**config.mk**
```make
export PLATFORM = sky130hd
export DESIGN_NAME = fpslice_top
export DESIGN_NICKNAME = d
export VERILOG_FILES = /design/src/verilog/fpslice_pkg.sv /design/src/verilog/fpslice_pipe_if.sv /design/src/verilog/fpslice_aux_pipe.sv /design/src/verilog/fpslice_noncomp_lane.sv /design/src/verilog/fpslice_result_pack.sv /design/src/verilog/fpslice_top.sv
export SDC_FILE = /design/constraint.sdc
export NUM_CORES = 1
export LEC_CHECK = 0
export BUFFER_PORTS_ARGS = -buffer_cell sky130_fd_sc_hd__clkbuf_2
export CAP_MARGIN = 5
export CORE_UTILIZATION = 31
export DETAILED_ROUTE_END_ITERATION = 12
export GPL_TIMING_DRIVEN = 0
export SYNTH_ARGS = -nofsm -noshare
export SYNTH_HDL_FRONTEND = slang
export SYNTH_HIERARCHICAL = 1
export SYNTH_SLANG_ARGS = --single-unit
```
**constraint.sdc**
```tcl
create_clock -name clk_i -period 2.95 [get_ports clk_i]
set_input_delay 0.1475 -clock clk_i [delete_from_list [all_inputs] [get_ports clk_i]]
set_output_delay 0.1475 -clock clk_i [all_outputs]
set_load 0.02 [all_outputs]
```
**src/verilog/fpslice_pkg.sv**
```systemverilog
package fpslice_pkg;

  // ------------------------------------------------------------------------
  // Sizes
  // ------------------------------------------------------------------------
  localparam int unsigned WIDTH         = 32;  // Slice width
  localparam int unsigned NUM_LANES     = 2;   // FP16 lanes in one word
  localparam int unsigned NUM_PIPE_REGS = 2;
  localparam int unsigned NUM_FORMATS   = 2;
  localparam int unsigned TAG_WIDTH     = 8;

  // ------------------------------------------------------------------------
  // Encodings
  // ------------------------------------------------------------------------
  typedef enum logic {
    FP32 = 1'b0,
    FP16 = 1'b1
  } fp_format_e;

  typedef enum logic {
    SGNJ   = 1'b0,
    MINMAX = 1'b1
  } operation_e;

  // Selects the variant of an operation
  typedef enum logic [2:0] {
    RNE = 3'b000,  // SGNJ.J or MIN
    RTZ = 3'b001,  // SGNJ.JN or MAX
    RDN = 3'b010,  // SGNJ.JX
    RUP = 3'b011,
    RMM = 3'b100
  } roundmode_e;

  typedef struct packed {
    logic NV;  // Invalid operation
    logic DZ;  // Divide by zero
    logic OF;  // Overflow
    logic UF;  // Underflow
    logic NX;  // Inexact
  } status_t;

  typedef struct packed {
    logic        sign;
    logic [7:0]  exponent;
    logic [22:0] mantissa;
  } fp32_t;

  typedef struct packed {
    logic       sign;
    logic [4:0] exponent;
    logic [9:0] mantissa;
  } fp16_t;

  // One slice word that reads as a single FP32 or as two FP16 values
  typedef union packed {
    fp32_t           f32;
    fp16_t [1:0]     f16;  // Index 0 is the low half
  } lane_word_u;

  // Canonical quiet NaNs and the NaN-box pattern
  localparam logic [15:0] QNAN16   = 16'h7E00;
  localparam logic [31:0] QNAN32   = 32'h7FC0_0000;
  localparam logic [15:0] FP16_BOX = 16'hFFFF;

endpackage

```
**src/verilog/fpslice_pipe_if.sv**
```systemverilog
`timescale 1ns/100ps

interface fpslice_pipe_if import fpslice_pkg::*; ();

  logic [NUM_PIPE_REGS-1:0] reg_en;           // Load enable per stage
  logic [NUM_LANES-1:0]     out_lane_active;  // Lanes used by the output op
  logic [NUM_LANES-1:0]     out_lane_mask;    // SIMD status mask at output
  fp_format_e               out_fmt;

  // Aux pipeline drives everything
  modport ctrl (
    output reg_en,
    output out_lane_active,
    output out_lane_mask,
    output out_fmt
  );

  modport lane (
    input reg_en
  );

  // Output side lane information for result assembly
  modport pack (
    input out_lane_active,
    input out_lane_mask,
    input out_fmt
  );

endinterface

```
**src/verilog/fpslice_aux_pipe.sv**
```systemverilog
`timescale 1ns/100ps

module fpslice_aux_pipe import fpslice_pkg::*; (
  input  logic                 clk_i,
  input  logic                 rst_n_i,
  input  logic                 in_valid_i,
  output logic                 in_ready_o,
  input  logic                 flush_i,
  input  logic [TAG_WIDTH-1:0] tag_i,
  input  fp_format_e           fmt_i,
  input  logic [NUM_LANES-1:0] lane_active_i,
  input  logic [NUM_LANES-1:0] lane_mask_i,
  output logic                 out_valid_o,
  input  logic                 out_ready_i,
  output logic [TAG_WIDTH-1:0] tag_o,
  output logic                 busy_o,
  fpslice_pipe_if.ctrl         pipe
);

  logic [NUM_PIPE_REGS-1:0] valid_q;
  logic [NUM_PIPE_REGS-1:0] valid_in;     // Valid offered to each stage
  logic [NUM_PIPE_REGS:0]   ready_chain;  // Stage i may load
  logic [NUM_PIPE_REGS-1:0] reg_en;

  logic [NUM_PIPE_REGS-1:0][TAG_WIDTH-1:0] tag_q;
  fp_format_e [NUM_PIPE_REGS-1:0]          fmt_q;
  logic [NUM_PIPE_REGS-1:0][NUM_LANES-1:0] active_q;
  logic [NUM_PIPE_REGS-1:0][NUM_LANES-1:0] mask_q;

  // --------------------------------------------------------------------------
  // Handshake chain
  // --------------------------------------------------------------------------
  always_comb begin : handshake
    ready_chain[NUM_PIPE_REGS] = out_ready_i;
    for (int i = NUM_PIPE_REGS - 1; i >= 0; i--) begin
      ready_chain[i] = ready_chain[i+1] | ~valid_q[i];  // Empty or moving on
    end
    valid_in[0] = in_valid_i;
    for (int i = 1; i < NUM_PIPE_REGS; i++) begin
      valid_in[i] = valid_q[i-1];
    end
    reg_en = valid_in & ready_chain[NUM_PIPE_REGS-1:0];
  end

  always_ff @(posedge clk_i or negedge rst_n_i) begin : valid_regs
    if (!rst_n_i) begin
      valid_q <= '0;
    end else if (flush_i) begin
      valid_q <= '0;  // Drop everything in flight
    end else begin
      for (int i = 0; i < NUM_PIPE_REGS; i++) begin
        if (ready_chain[i]) valid_q[i] <= valid_in[i];
      end
    end
  end

  // --------------------------------------------------------------------------
  // Aux registers
  // --------------------------------------------------------------------------
  for (genvar i = 0; i < NUM_PIPE_REGS; i++) begin : gen_stage
    logic [TAG_WIDTH-1:0] tag_d;
    fp_format_e           fmt_d;
    logic [NUM_LANES-1:0] active_d;
    logic [NUM_LANES-1:0] mask_d;

    if (i == 0) begin : gen_first
      assign tag_d    = tag_i;
      assign fmt_d    = fmt_i;
      assign active_d = lane_active_i;
      assign mask_d   = lane_mask_i;
    end else begin : gen_next
      assign tag_d    = tag_q[i-1];
      assign fmt_d    = fmt_q[i-1];
      assign active_d = active_q[i-1];
      assign mask_d   = mask_q[i-1];
    end

    always_ff @(posedge clk_i or negedge rst_n_i) begin : aux_regs
      if (!rst_n_i) begin
        tag_q[i]    <= '0;
        fmt_q[i]    <= FP32;
        active_q[i] <= '0;
        mask_q[i]   <= '0;
      end else if (flush_i) begin
        tag_q[i]    <= '0;
        fmt_q[i]    <= FP32;
        active_q[i] <= '0;
        mask_q[i]   <= '0;
      end else if (reg_en[i]) begin
        tag_q[i]    <= tag_d;
        fmt_q[i]    <= fmt_d;
        active_q[i] <= active_d;
        mask_q[i]   <= mask_d;
      end
    end
  end

  // Output side
  assign in_ready_o           = ready_chain[0];
  assign out_valid_o          = valid_q[NUM_PIPE_REGS-1];
  assign tag_o                = tag_q[NUM_PIPE_REGS-1];
  assign busy_o               = |valid_q;
  assign pipe.reg_en          = reg_en;
  assign pipe.out_fmt         = fmt_q[NUM_PIPE_REGS-1];
  assign pipe.out_lane_active = active_q[NUM_PIPE_REGS-1];
  assign pipe.out_lane_mask   = mask_q[NUM_PIPE_REGS-1];

endmodule

```
**src/verilog/fpslice_noncomp_lane.sv**
```systemverilog
`timescale 1ns/100ps

module fpslice_noncomp_lane import fpslice_pkg::*; #(
  parameter bit SUPPORT_FP32 = 1'b1
) (
  input  logic             clk_i,
  input  logic             rst_n_i,
  input  logic [WIDTH-1:0] op_a_i,
  input  logic [WIDTH-1:0] op_b_i,
  input  logic             boxed_a_i,
  input  logic             boxed_b_i,
  input  fp_format_e       fmt_i,
  input  operation_e       op_i,
  input  roundmode_e       rnd_mode_i,
  output logic [WIDTH-1:0] result_o,
  output status_t          status_o,
  fpslice_pipe_if.lane     pipe
);

  logic        is_fp32;
  fp32_t       a32, b32;
  fp16_t       a16, b16;
  logic        sign_a, sign_b;
  logic [30:0] mag_a, mag_b;  // FP16 magnitudes are zero-extended
  logic        nan_a, nan_b;
  logic        snan_a, snan_b;
  logic        a_lt_b;
  logic        pick_a;
  logic        canonical;
  logic        res_sign;
  logic [30:0] res_mag;
  logic [WIDTH-1:0] op_result;
  status_t     op_status;

  assign is_fp32 = SUPPORT_FP32 && (fmt_i == FP32);
  assign a32     = op_a_i;
  assign b32     = op_b_i;
  assign a16     = boxed_a_i ? op_a_i[15:0] : QNAN16;  // Unboxed reads as qNaN
  assign b16     = boxed_b_i ? op_b_i[15:0] : QNAN16;

  // --------------------------------------------------------------------------
  // Operand classification
  // --------------------------------------------------------------------------
  always_comb begin : classify
    if (is_fp32) begin
      sign_a = a32.sign;
      sign_b = b32.sign;
      mag_a  = {a32.exponent, a32.mantissa};
      mag_b  = {b32.exponent, b32.mantissa};
      nan_a  = (&a32.exponent) & (|a32.mantissa);
      nan_b  = (&b32.exponent) & (|b32.mantissa);
      snan_a = nan_a & ~a32.mantissa[22];  // Quiet bit clear
      snan_b = nan_b & ~b32.mantissa[22];
    end else begin
      sign_a = a16.sign;
      sign_b = b16.sign;
      mag_a  = {16'b0, a16.exponent, a16.mantissa};
      mag_b  = {16'b0, b16.exponent, b16.mantissa};
      nan_a  = (&a16.exponent) & (|a16.mantissa);
      nan_b  = (&b16.exponent) & (|b16.mantissa);
      snan_a = nan_a & ~a16.mantissa[9];
      snan_b = nan_b & ~b16.mantissa[9];
    end
  end

  // Sign-magnitude compare puts -0 below +0
  always_comb begin : compare
    if (sign_a != sign_b) begin
      a_lt_b = sign_a;
    end else if (sign_a) begin
      a_lt_b = mag_a > mag_b;
    end else begin
      a_lt_b = mag_a < mag_b;
    end
  end

  // --------------------------------------------------------------------------
  // Sign injection and min/max
  // --------------------------------------------------------------------------
  always_comb begin : operation
    pick_a    = 1'b1;
    canonical = 1'b0;
    op_status = '0;
    res_sign  = sign_a;
    res_mag   = mag_a;
    if (op_i == SGNJ) begin
      case (rnd_mode_i)
        RTZ:     res_sign = ~sign_b;          // JN
        RDN:     res_sign = sign_a ^ sign_b;  // JX
        default: res_sign = sign_b;           // J
      endcase
    end else begin
      op_status.NV = snan_a | snan_b;
      if (nan_a && nan_b) begin
        canonical = 1'b1;
      end else if (nan_b) begin
        pick_a = 1'b1;  // Return the number
      end else if (nan_a) begin
        pick_a = 1'b0;
      end else begin
        pick_a = (rnd_mode_i == RTZ) ? ~a_lt_b : a_lt_b;  // MAX : MIN
      end
      if (!pick_a) begin
        res_sign = sign_b;
        res_mag  = mag_b;
      end
    end
  end

  always_comb begin : assemble
    if (is_fp32) begin
      op_result = canonical ? QNAN32 : {res_sign, res_mag};
    end else begin
      op_result = {FP16_BOX, canonical ? QNAN16 : {res_sign, res_mag[14:0]}};
    end
  end

  // --------------------------------------------------------------------------
  // Result pipeline enabled in step with the aux stages
  // --------------------------------------------------------------------------
  logic [NUM_PIPE_REGS-1:0][WIDTH-1:0] res_q;
  status_t [NUM_PIPE_REGS-1:0]         status_q;

  for (genvar i = 0; i < NUM_PIPE_REGS; i++) begin : gen_stage
    logic [WIDTH-1:0] res_d;
    status_t          status_d;

    if (i == 0) begin : gen_first
      assign res_d    = op_result;
      assign status_d = op_status;
    end else begin : gen_next
      assign res_d    = res_q[i-1];
      assign status_d = status_q[i-1];
    end

    always_ff @(posedge clk_i or negedge rst_n_i) begin : stage_regs
      if (!rst_n_i) begin
        res_q[i]    <= '0;
        status_q[i] <= '0;
      end else if (pipe.reg_en[i]) begin
        res_q[i]    <= res_d;
        status_q[i] <= status_d;
      end
    end
  end

  assign result_o = res_q[NUM_PIPE_REGS-1];
  assign status_o = status_q[NUM_PIPE_REGS-1];

endmodule

```
**src/verilog/fpslice_result_pack.sv**
```systemverilog
`timescale 1ns/100ps

module fpslice_result_pack import fpslice_pkg::*; (
  input  logic [NUM_LANES-1:0][WIDTH-1:0] lane_result_i,
  input  status_t [NUM_LANES-1:0]         lane_status_i,
  output logic [WIDTH-1:0]                result_o,
  output status_t                         status_o,
  fpslice_pipe_if.pack                    pipe
);

  lane_word_u packed_word;

  // --------------------------------------------------------------------------
  // Result assembly
  // --------------------------------------------------------------------------
  always_comb begin : pack_result
    packed_word = lane_result_i[0];  // FP32 comes straight from lane 0
    if (pipe.out_fmt == FP16) begin
      for (int l = 0; l < NUM_LANES; l++) begin
        // Unused halves are NaN-boxed
        packed_word.f16[l] = pipe.out_lane_active[l] ? lane_result_i[l][15:0] : FP16_BOX;
      end
    end
  end

  assign result_o = packed_word;

  // Only active and unmasked lanes feed the status
  always_comb begin : collapse_status
    status_o = '0;
    for (int l = 0; l < NUM_LANES; l++) begin
      if (pipe.out_lane_active[l] && pipe.out_lane_mask[l]) begin
        status_o = status_o | lane_status_i[l];
      end
    end
  end

endmodule

```
**src/verilog/fpslice_top.sv**
```systemverilog
`timescale 1ns/100ps

module fpslice_top import fpslice_pkg::*; (
  input  logic                          clk_i,
  input  logic                          rst_n_i,
  input  logic [1:0][WIDTH-1:0]         operands_i,
  input  logic [NUM_FORMATS-1:0][1:0]   is_boxed_i,
  input  roundmode_e                    rnd_mode_i,
  input  operation_e                    op_i,
  input  fp_format_e                    fmt_i,
  input  logic                          vectorial_op_i,
  input  logic [TAG_WIDTH-1:0]          tag_i,
  input  logic [NUM_LANES-1:0]          simd_mask_i,
  input  logic                          in_valid_i,
  output logic                          in_ready_o,
  input  logic                          flush_i,
  output logic [WIDTH-1:0]              result_o,
  output status_t                       status_o,
  output logic [TAG_WIDTH-1:0]          tag_o,
  output logic                          out_valid_o,
  input  logic                          out_ready_i,
  output logic                          busy_o
);

  lane_word_u                      opa_word, opb_word;
  logic                            vec_fp16;  // Vectorial FP32 runs as scalar
  logic [NUM_LANES-1:0]            in_lane_active;
  logic [NUM_LANES-1:0][WIDTH-1:0] lane_op_a, lane_op_b;
  logic [NUM_LANES-1:0]            lane_boxed_a, lane_boxed_b;
  logic [NUM_LANES-1:0][WIDTH-1:0] lane_result;
  status_t [NUM_LANES-1:0]         lane_status;

  fpslice_pipe_if pipe_if ();

  // --------------------------------------------------------------------------
  // Input side
  // --------------------------------------------------------------------------
  assign opa_word = operands_i[0];
  assign opb_word = operands_i[1];
  assign vec_fp16 = vectorial_op_i & (fmt_i == FP16);

  always_comb begin : slice_operands
    for (int l = 0; l < NUM_LANES; l++) begin
      if (l == 0) begin
        lane_op_a[l]      = opa_word;
        lane_op_b[l]      = opb_word;
        lane_boxed_a[l]   = vec_fp16 | is_boxed_i[FP16][0];
        lane_boxed_b[l]   = vec_fp16 | is_boxed_i[FP16][1];
        in_lane_active[l] = 1'b1;
      end else begin
        // Upper FP16 halves move down into the lane
        lane_op_a[l]      = {FP16_BOX, opa_word.f16[l]};
        lane_op_b[l]      = {FP16_BOX, opb_word.f16[l]};
        lane_boxed_a[l]   = 1'b1;
        lane_boxed_b[l]   = 1'b1;
        in_lane_active[l] = vec_fp16;
      end
    end
  end

  // --------------------------------------------------------------------------
  // Aux pipeline, lanes and packer
  // --------------------------------------------------------------------------
  fpslice_aux_pipe u_aux_pipe (
    .clk_i         (clk_i),
    .rst_n_i       (rst_n_i),
    .in_valid_i    (in_valid_i),
    .in_ready_o    (in_ready_o),
    .flush_i       (flush_i),
    .tag_i         (tag_i),
    .fmt_i         (fmt_i),
    .lane_active_i (in_lane_active),
    .lane_mask_i   (simd_mask_i),
    .out_valid_o   (out_valid_o),
    .out_ready_i   (out_ready_i),
    .tag_o         (tag_o),
    .busy_o        (busy_o),
    .pipe          (pipe_if)
  );

  for (genvar l = 0; l < NUM_LANES; l++) begin : gen_lanes
    fpslice_noncomp_lane #(
      .SUPPORT_FP32 (l == 0)  // Only lane 0 sees FP32
    ) u_lane (
      .clk_i      (clk_i),
      .rst_n_i    (rst_n_i),
      .op_a_i     (lane_op_a[l]),
      .op_b_i     (lane_op_b[l]),
      .boxed_a_i  (lane_boxed_a[l]),
      .boxed_b_i  (lane_boxed_b[l]),
      .fmt_i      (fmt_i),
      .op_i       (op_i),
      .rnd_mode_i (rnd_mode_i),
      .result_o   (lane_result[l]),
      .status_o   (lane_status[l]),
      .pipe       (pipe_if)
    );
  end

  fpslice_result_pack u_result_pack (
    .lane_result_i (lane_result),
    .lane_status_i (lane_status),
    .result_o      (result_o),
    .status_o      (status_o),
    .pipe          (pipe_if)
  );

endmodule

```
==> qor.txt, run 1 <==
Total track usage: 0.182
Core region area: 0.0264 mm^2
Synth-to-Final Area Change: 32.9%
Setup crit end kind: register
Inst Count DP: 1351
Clk Latency, worst-skew pair: 420 ps
Root buffer cell: clkbuf_16
Routed WL: 25.2 mm
Final Cell Area: 0.0112 mm^2
Internal Power: 4.14 mW
PwrDens: 539 mW/mm^2
Mapped Area: 0.00841 mm^2
Post-detail-place hpwl: 19.0 mm
Mean area per synthesized cell: 9.60 um^2
Global route overflow: 0
Vias/cell: 5.15
Seq pwr share: 0.362
Worst R2R Start: u_aux_pipe/valid_q[1]$_DFFE_PN0P_
Crit-path max FO: 10
Largest net degree at the start of global routing: 110
R2R setup slack: 510 ps
Hold WC Path Type: input pin to register
GPL Wtd Cong: 0.916
Final net count: 1203
Ys Warns: 6
Number of global-route vias before repair: 7235
Num CTS Buffers: 17
Startpoint types: input pin
Clk pwr share: 0.366
Leakage: 4.89 nW
Critical path class: input pin to register
Site Rows: 59
Switching portion of total power: 0.312
Maximum vdd ir drop: 0.364 mV
Crit path from: vectorial_op_i
Max Fclk: 315 MHz
Fin. Hold Viols: 0
1st-pass router iterations: 5
Reg2reg end: gen_lanes[0].u_lane/gen_stage[1].res_d[31]$_DFFE_PN0P_
Status: complete, but fails checks
Via count: 7297
# diodes: 0
Slew margin rel.: 0.404
Die area: 0.0278 mm^2
DP Area: 0.00974 mm^2
CP cell instances: clkbuf_2 > a21o_1 > nand2b_4 > buf_4 > and2_1 > ha_1 > nand4_1 > a21oi_2 > nor3_2 > buf_4 > o31ai_4 > o31ai_4 > or3_4 > a21oi_4 > nor3b_4 > buf_6 > buf_6 > buf_6 > nand3_1 > o221ai_1
Setup WS pre-CTS: -1090 ps
Gate count of the mapped netlist: 876
Share of cells above drive strength 1: 0.344
Total power: 6.02 mW
Global-route wire length before repair: 39.7 mm
Comb pwr share: 0.272
RSZ-0062 raised after global routing: true
Clock transition at the registers of the reported paths: 60 ps
Crit path required time: 3230 ps
R2r worst-path depth: 9
Fill cells: 2556
Worst hold margin: 24.0 ps
Setup WS post-layout: -224 ps
Initial antenna violation count: 0
Port bufs: 130
Worst Tran Pin Value: 889 ps
Final Critical Period: 3170 ps
Critical Path End: gen_lanes[0].u_lane/gen_stage[1].res_d[2]$_DFFE_PN0P_
Post-route DRC: 0
CP max stage cell: or3_4
Clock Skew: 11.0 ps
Final period util: 1.08
Final Non-Filler Cells: 1417
Critical Path AT: 3460 ps
Slew Limit Fails: 0
H-tree Lvls: 4
CTS tree: built
Violated checks: negative setup slack
Chip height: 167 um
MaxCap Viol Count: 0
Crit path top cell by count: buf_6
Die X: 167 um
NetSw: 1.88 mW
Post-route ant nets: 0
Wire per inst: 17.8 um
Initial Utilization: 0.319
Critical path's largest stage delay: 400 ps
Final setup viols: 32
I/O pins: 137
Clock buffer depth: 2
DR iter-0 viols: 407
Clk sinks: 128
[critical path: cells and delay by family]
kind / cells / cell delay, ps
AND/OR/NAND/NOR: 7 / 1090
adder cells (fa/ha/maj): 1 / 290
AO/OA/AOI/OAI: 6 / 1060
buffers and inverters: 6 / 860
[how the worst min path moves through the flow]
stage	endpoint	from	cells after the start	slack (ps)
2_1_floorplan	gen_lanes[0].u_lane/gen_stage[1].res_d[0]$_DFFE_PN0P_	rst_n_i	0	-150
3_3_place_gp	u_aux_pipe/gen_stage[1].tag_d[0]$_DFFE_PN0P_	tag_i[0]	3	400
3_5_place_dp	u_aux_pipe/gen_stage[1].tag_d[0]$_DFFE_PN0P_	rst_n_i	1	30
4_1_cts	gen_lanes[0].u_lane/gen_stage[1].res_d[3]$_DFFE_PN0P_	operands_i[35]	3	3
5_1_grt	u_aux_pipe/gen_stage[1].mask_d[1]$_DFFE_PN0P_	simd_mask_i[1]	3	10
6_report	gen_lanes[0].u_lane/gen_stage[1].res_d[8]$_DFFE_PN0P_	operands_i[40]	3	20
[stage by stage]
stage | util | TNS [ps]
3_3_place_gp | 0.368 | -74390
2_1_floorplan | - | -4330
5_1_grt | 0.424 | -7760
4_1_cts | 0.414 | -4480
6_report | 0.424 | -5460
3_5_place_dp | 0.370 | -30600
[metal layers]
metal,track usage,wire length (um)
met4,0.0564,402
met1,0.251,11900
met5,0,0
met3,0.0280,985
met2,0.293,11900
[flip-flops by register name, indices dropped and copies added, names as in the netlist, 2 cells and up]
register                             flops
u_aux_pipe/pipe.out_lane_active          2
u_aux_pipe/gen_stage.tag_d               8
gen_lanes.u_lane/gen_stage.status_d      2
u_aux_pipe/pipe.out_lane_mask            2
gen_lanes.u_lane/result_o               48
gen_lanes.u_lane/gen_stage.res_d        48
gen_lanes.u_lane/status_o                2
u_aux_pipe/gen_stage.active_d            2
u_aux_pipe/valid_q                       2
u_aux_pipe/tag_o                         8
u_aux_pipe/gen_stage.mask_d              2
[layout make-up]
type / instances / area, um^2 / share of cell area
Multi-Input combinational cell: 656 / 5240 / 0.469
Sequential cell: 128 / 3200 / 0.287
Timing Repair Buffer: 168 / 1090 / 0.0976
Buffer: 54 / 433 / 0.0388
Clock buffer: 17 / 425 / 0.0381
Tap cell: 335 / 419 / 0.0375
Clock inverter: 15 / 196 / 0.0176
Inverter: 44 / 165 / 0.0148
[timing repair]
item | CTS | global route
gates cloned | 2 | 1
endpoints found under the setup margin | 32 | 32
setup buffers | 12 | 6
hold endpoints to repair | 81 | 0
resized for setup | 50 | 41
hold buffers | 16 | 0
pin swaps | 23 | 24
[cell usage in the layout (no fill, tap or decap), drive strengths merged, types with 31 or more instances in the layout]
cell type / count
nand3: 41
mux2: 60
ha: 45
dfrtp: 128
nor2b: 31
o21ai: 37
mux2i: 34
clkbuf: 170
buf: 53
nor2: 45
inv: 53
nand2b: 76
a21oi: 46
nand2: 57
[power groups by stage]
stage,sequential [mW],combinational [mW],clock (mW)
floorplan,2.14,1.00,0
global placement,2.21,1.42,0
detailed placement,2.21,1.45,0
CTS,2.18,1.57,2.26
global route,2.21,1.77,2.32
finish,2.18,1.64,2.20
Power figures use the tool's default switching activity.
==> run 2, diff against run 1 <==
--- a/config.mk
+++ b/config.mk
@@ -5,8 +5,10 @@
 export SDC_FILE = /design/constraint.sdc
 export NUM_CORES = 1
 export LEC_CHECK = 0
+export ABC_AREA = 0
 export BUFFER_PORTS_ARGS = -buffer_cell sky130_fd_sc_hd__clkbuf_2
 export CAP_MARGIN = 5
+export CORE_ASPECT_RATIO = 1.75
 export CORE_UTILIZATION = 31
 export DETAILED_ROUTE_END_ITERATION = 12
 export GPL_TIMING_DRIVEN = 0
==> run 2 against run 1 <==
  * The run still ends with negative setup slack left
  * Combinational power is 4% higher
  * Utilization is 0.18 points higher
  * Hold slack worse by 14 ps
  * Clock skew is 1.7 ps higher
  * Clock power hardly changed
  * Routed wire length is 6.1% higher
  * Largest cell class unchanged
==> qor.txt, run 2 (synthesis results as in run 1) <==
Worst R2R Start: u_aux_pipe/valid_q[1]$_DFFE_PN0P_
CTS tree: built
Internal Power: 4.25 mW
Die X: 126 um
Site Rows: 79
R2R setup slack: 430 ps
Post-route setup TNS: -4270 ps
Hold WC Path Type: input pin to register
Final period util: 1.07
Critical path class: input pin to register
Vias/cell: 5.28
Core region area: 0.0266 mm^2
RSZ-0062 raised after global routing: true
Share of cells above drive strength 1: 0.361
Initial antenna violation count: 0
Slew margin rel.: 0.345
Clock transition at the registers of the reported paths: 50 ps
Final Critical Period: 3160 ps
Critical Path AT: 3460 ps
Routed WL: 26.8 mm
Total track usage: 0.198
Crit path required time: 3250 ps
Clock buffer depth: 2
Synth-to-Final Area Change: 34.6%
MaxCap Viol Count: 0
Final net count: 1203
Setup WS post-layout: -208 ps
Global-route wire length before repair: 41.6 mm
Most frequent cells in the layout: 128 x dfrtp_1, 128 x clkbuf_2, 64 x nand2b_1
Chip height: 220 um
Number of global-route vias before repair: 7469
Root buffer cell: clkbuf_16
Die area: 0.0278 mm^2
PwrDens: 539 mW/mm^2
Setup crit end kind: register
Post-detail-place hpwl: 20.1 mm
Clock Skew: 12.7 ps
DR iter-0 viols: 365
Num CTS Buffers: 17
Via count: 7411
I/O pins: 137
Switching portion of total power: 0.304
Setup WS pre-CTS: -1280 ps
Worst Tran Pin Value: 978 ps
Max Fclk: 317 MHz
# diodes: 0
Hold path start: operands_i[38]
Clk sinks: 128
Post-route DRC: 0
Clk Latency, worst-skew pair: 430 ps
Clk pwr share: 0.366
Crit path from: fmt_i
H-tree Lvls: 4
Initial Utilization: 0.316
Global route overflow: 0
Crit-path max FO: 5
Startpoint types: input pin
Post-route ant nets: 0
Final setup viols: 32
1st-pass router iterations: 5
GPL Wtd Cong: 0.949
Wire per inst: 19.1 um
Status: complete, but fails checks
Largest net degree at the start of global routing: 112
Port bufs: 130
Leakage: 4.92 nW
Fin. Hold Viols: 0
Violated checks: negative setup slack
Comb pwr share: 0.280
Slew Limit Fails: 0
NetSw: 1.85 mW
Seq pwr share: 0.354
Maximum vdd ir drop: 0.456 mV
[run 2: changes by cell type in the layout (fill, tap and decap cells not counted), sizes merged, moves of 2 or more]
| cell | change |
|---|---|
| buf | -2 |
| clkbuf | +6 |
| clkinv | +5 |
| clkinvlp | -2 |
| dlygate4sd3 | -3 |
| inv | -7 |
[run 2: per-stage QoR]
step / power, mW / hold WS, ps / util / cell area, um^2 / cells
floorplan: 3.14 / -148 / - / 8640 / 885
global placement: 3.63 / 400 / 0.365 / 9690 / 1339
finish: 6.10 / 9.53 / 0.426 / 11300 / 1404
global route: 6.41 / 10.6 / 0.426 / 11300 / 1404
detailed placement: 3.67 / 19.6 / 0.366 / 9730 / 1340
CTS: 6.09 / 4.63 / 0.418 / 11100 / 1402
[run 2: final cells by class]
class,instances,area (um^2)
buffer,56,508
clock buffer,18,439
clock inverter,12,185
fill,2601,15300
inverter,44,165
multi-input combinational,656,5370
sequential,128,3200
tap,324,405
timing repair buffer,166,1050
[run 2: worst paths after layout]
| kind | end | depth (start not counted) |
|---|---|---|
| worst max-delay path | gen_lanes[0].u_lane/gen_stage[1].res_d[15]$_DFFE_PN0P_ | 18 |
| worst min-delay path | gen_lanes[0].u_lane/gen_stage[1].res_d[6]$_DFFE_PN0P_ | 3 |
| worst max register to register | gen_lanes[0].u_lane/gen_stage[1].res_d[14]$_DFFE_PN0P_ | 8 |
| worst min register to register | gen_lanes[0].u_lane/result_o[9]$_DFFE_PN0P_ | 1 |
| max in group asynchronous | gen_lanes[0].u_lane/gen_stage[1].res_d[3]$_DFFE_PN0P_ | 3 |
| min in group asynchronous | u_aux_pipe/tag_o[6]$_DFFE_PN0P_ | 2 |
[run 2: repair_timing]
action | in CTS | in global routing
hold buffers | 13 | 0
gates resized for setup | 77 | 36
endpoints found under the setup margin | 32 | 32
endpoints found under the hold margin | 140 | 0
pin swaps | 18 | 18
buffers inserted | 16 | 2
cloned | 4 | 0
[run 2: worst max-delay path: stages]
cell	delay, ps
clkbuf_16	140
a21o_4	230
nand2b_4	160
clkbuf_4	160
and2_4	160
ha_4	220
a21oi_2	150
a21oi_2	70
nor3_2	290
o221a_1	290
o31ai_4	90
or3_1	400
a21oi_2	190
nor3b_2	70
buf_6	160
buf_6	140
mux2i_1	120
a311o_1	270
[run 2: power by group through the flow]
stage	registers (mW)	logic (mW)	clock network (mW)
final	2.16	1.71	2.23
after global routing	2.19	1.85	2.36
after CTS	2.16	1.66	2.27
after detailed placement	2.19	1.48	0
after global placement	2.18	1.45	0
after floorplan	2.14	1.00	0
[run 2: routing by layer]
metal,global-route usage,up-vias,share of wire
li1,-,3517,-
met5,0,-,0
met3,0.0274,54,0.041
met4,0.0992,0,0.040
met2,0.360,213,0.52
met1,0.227,3627,0.40
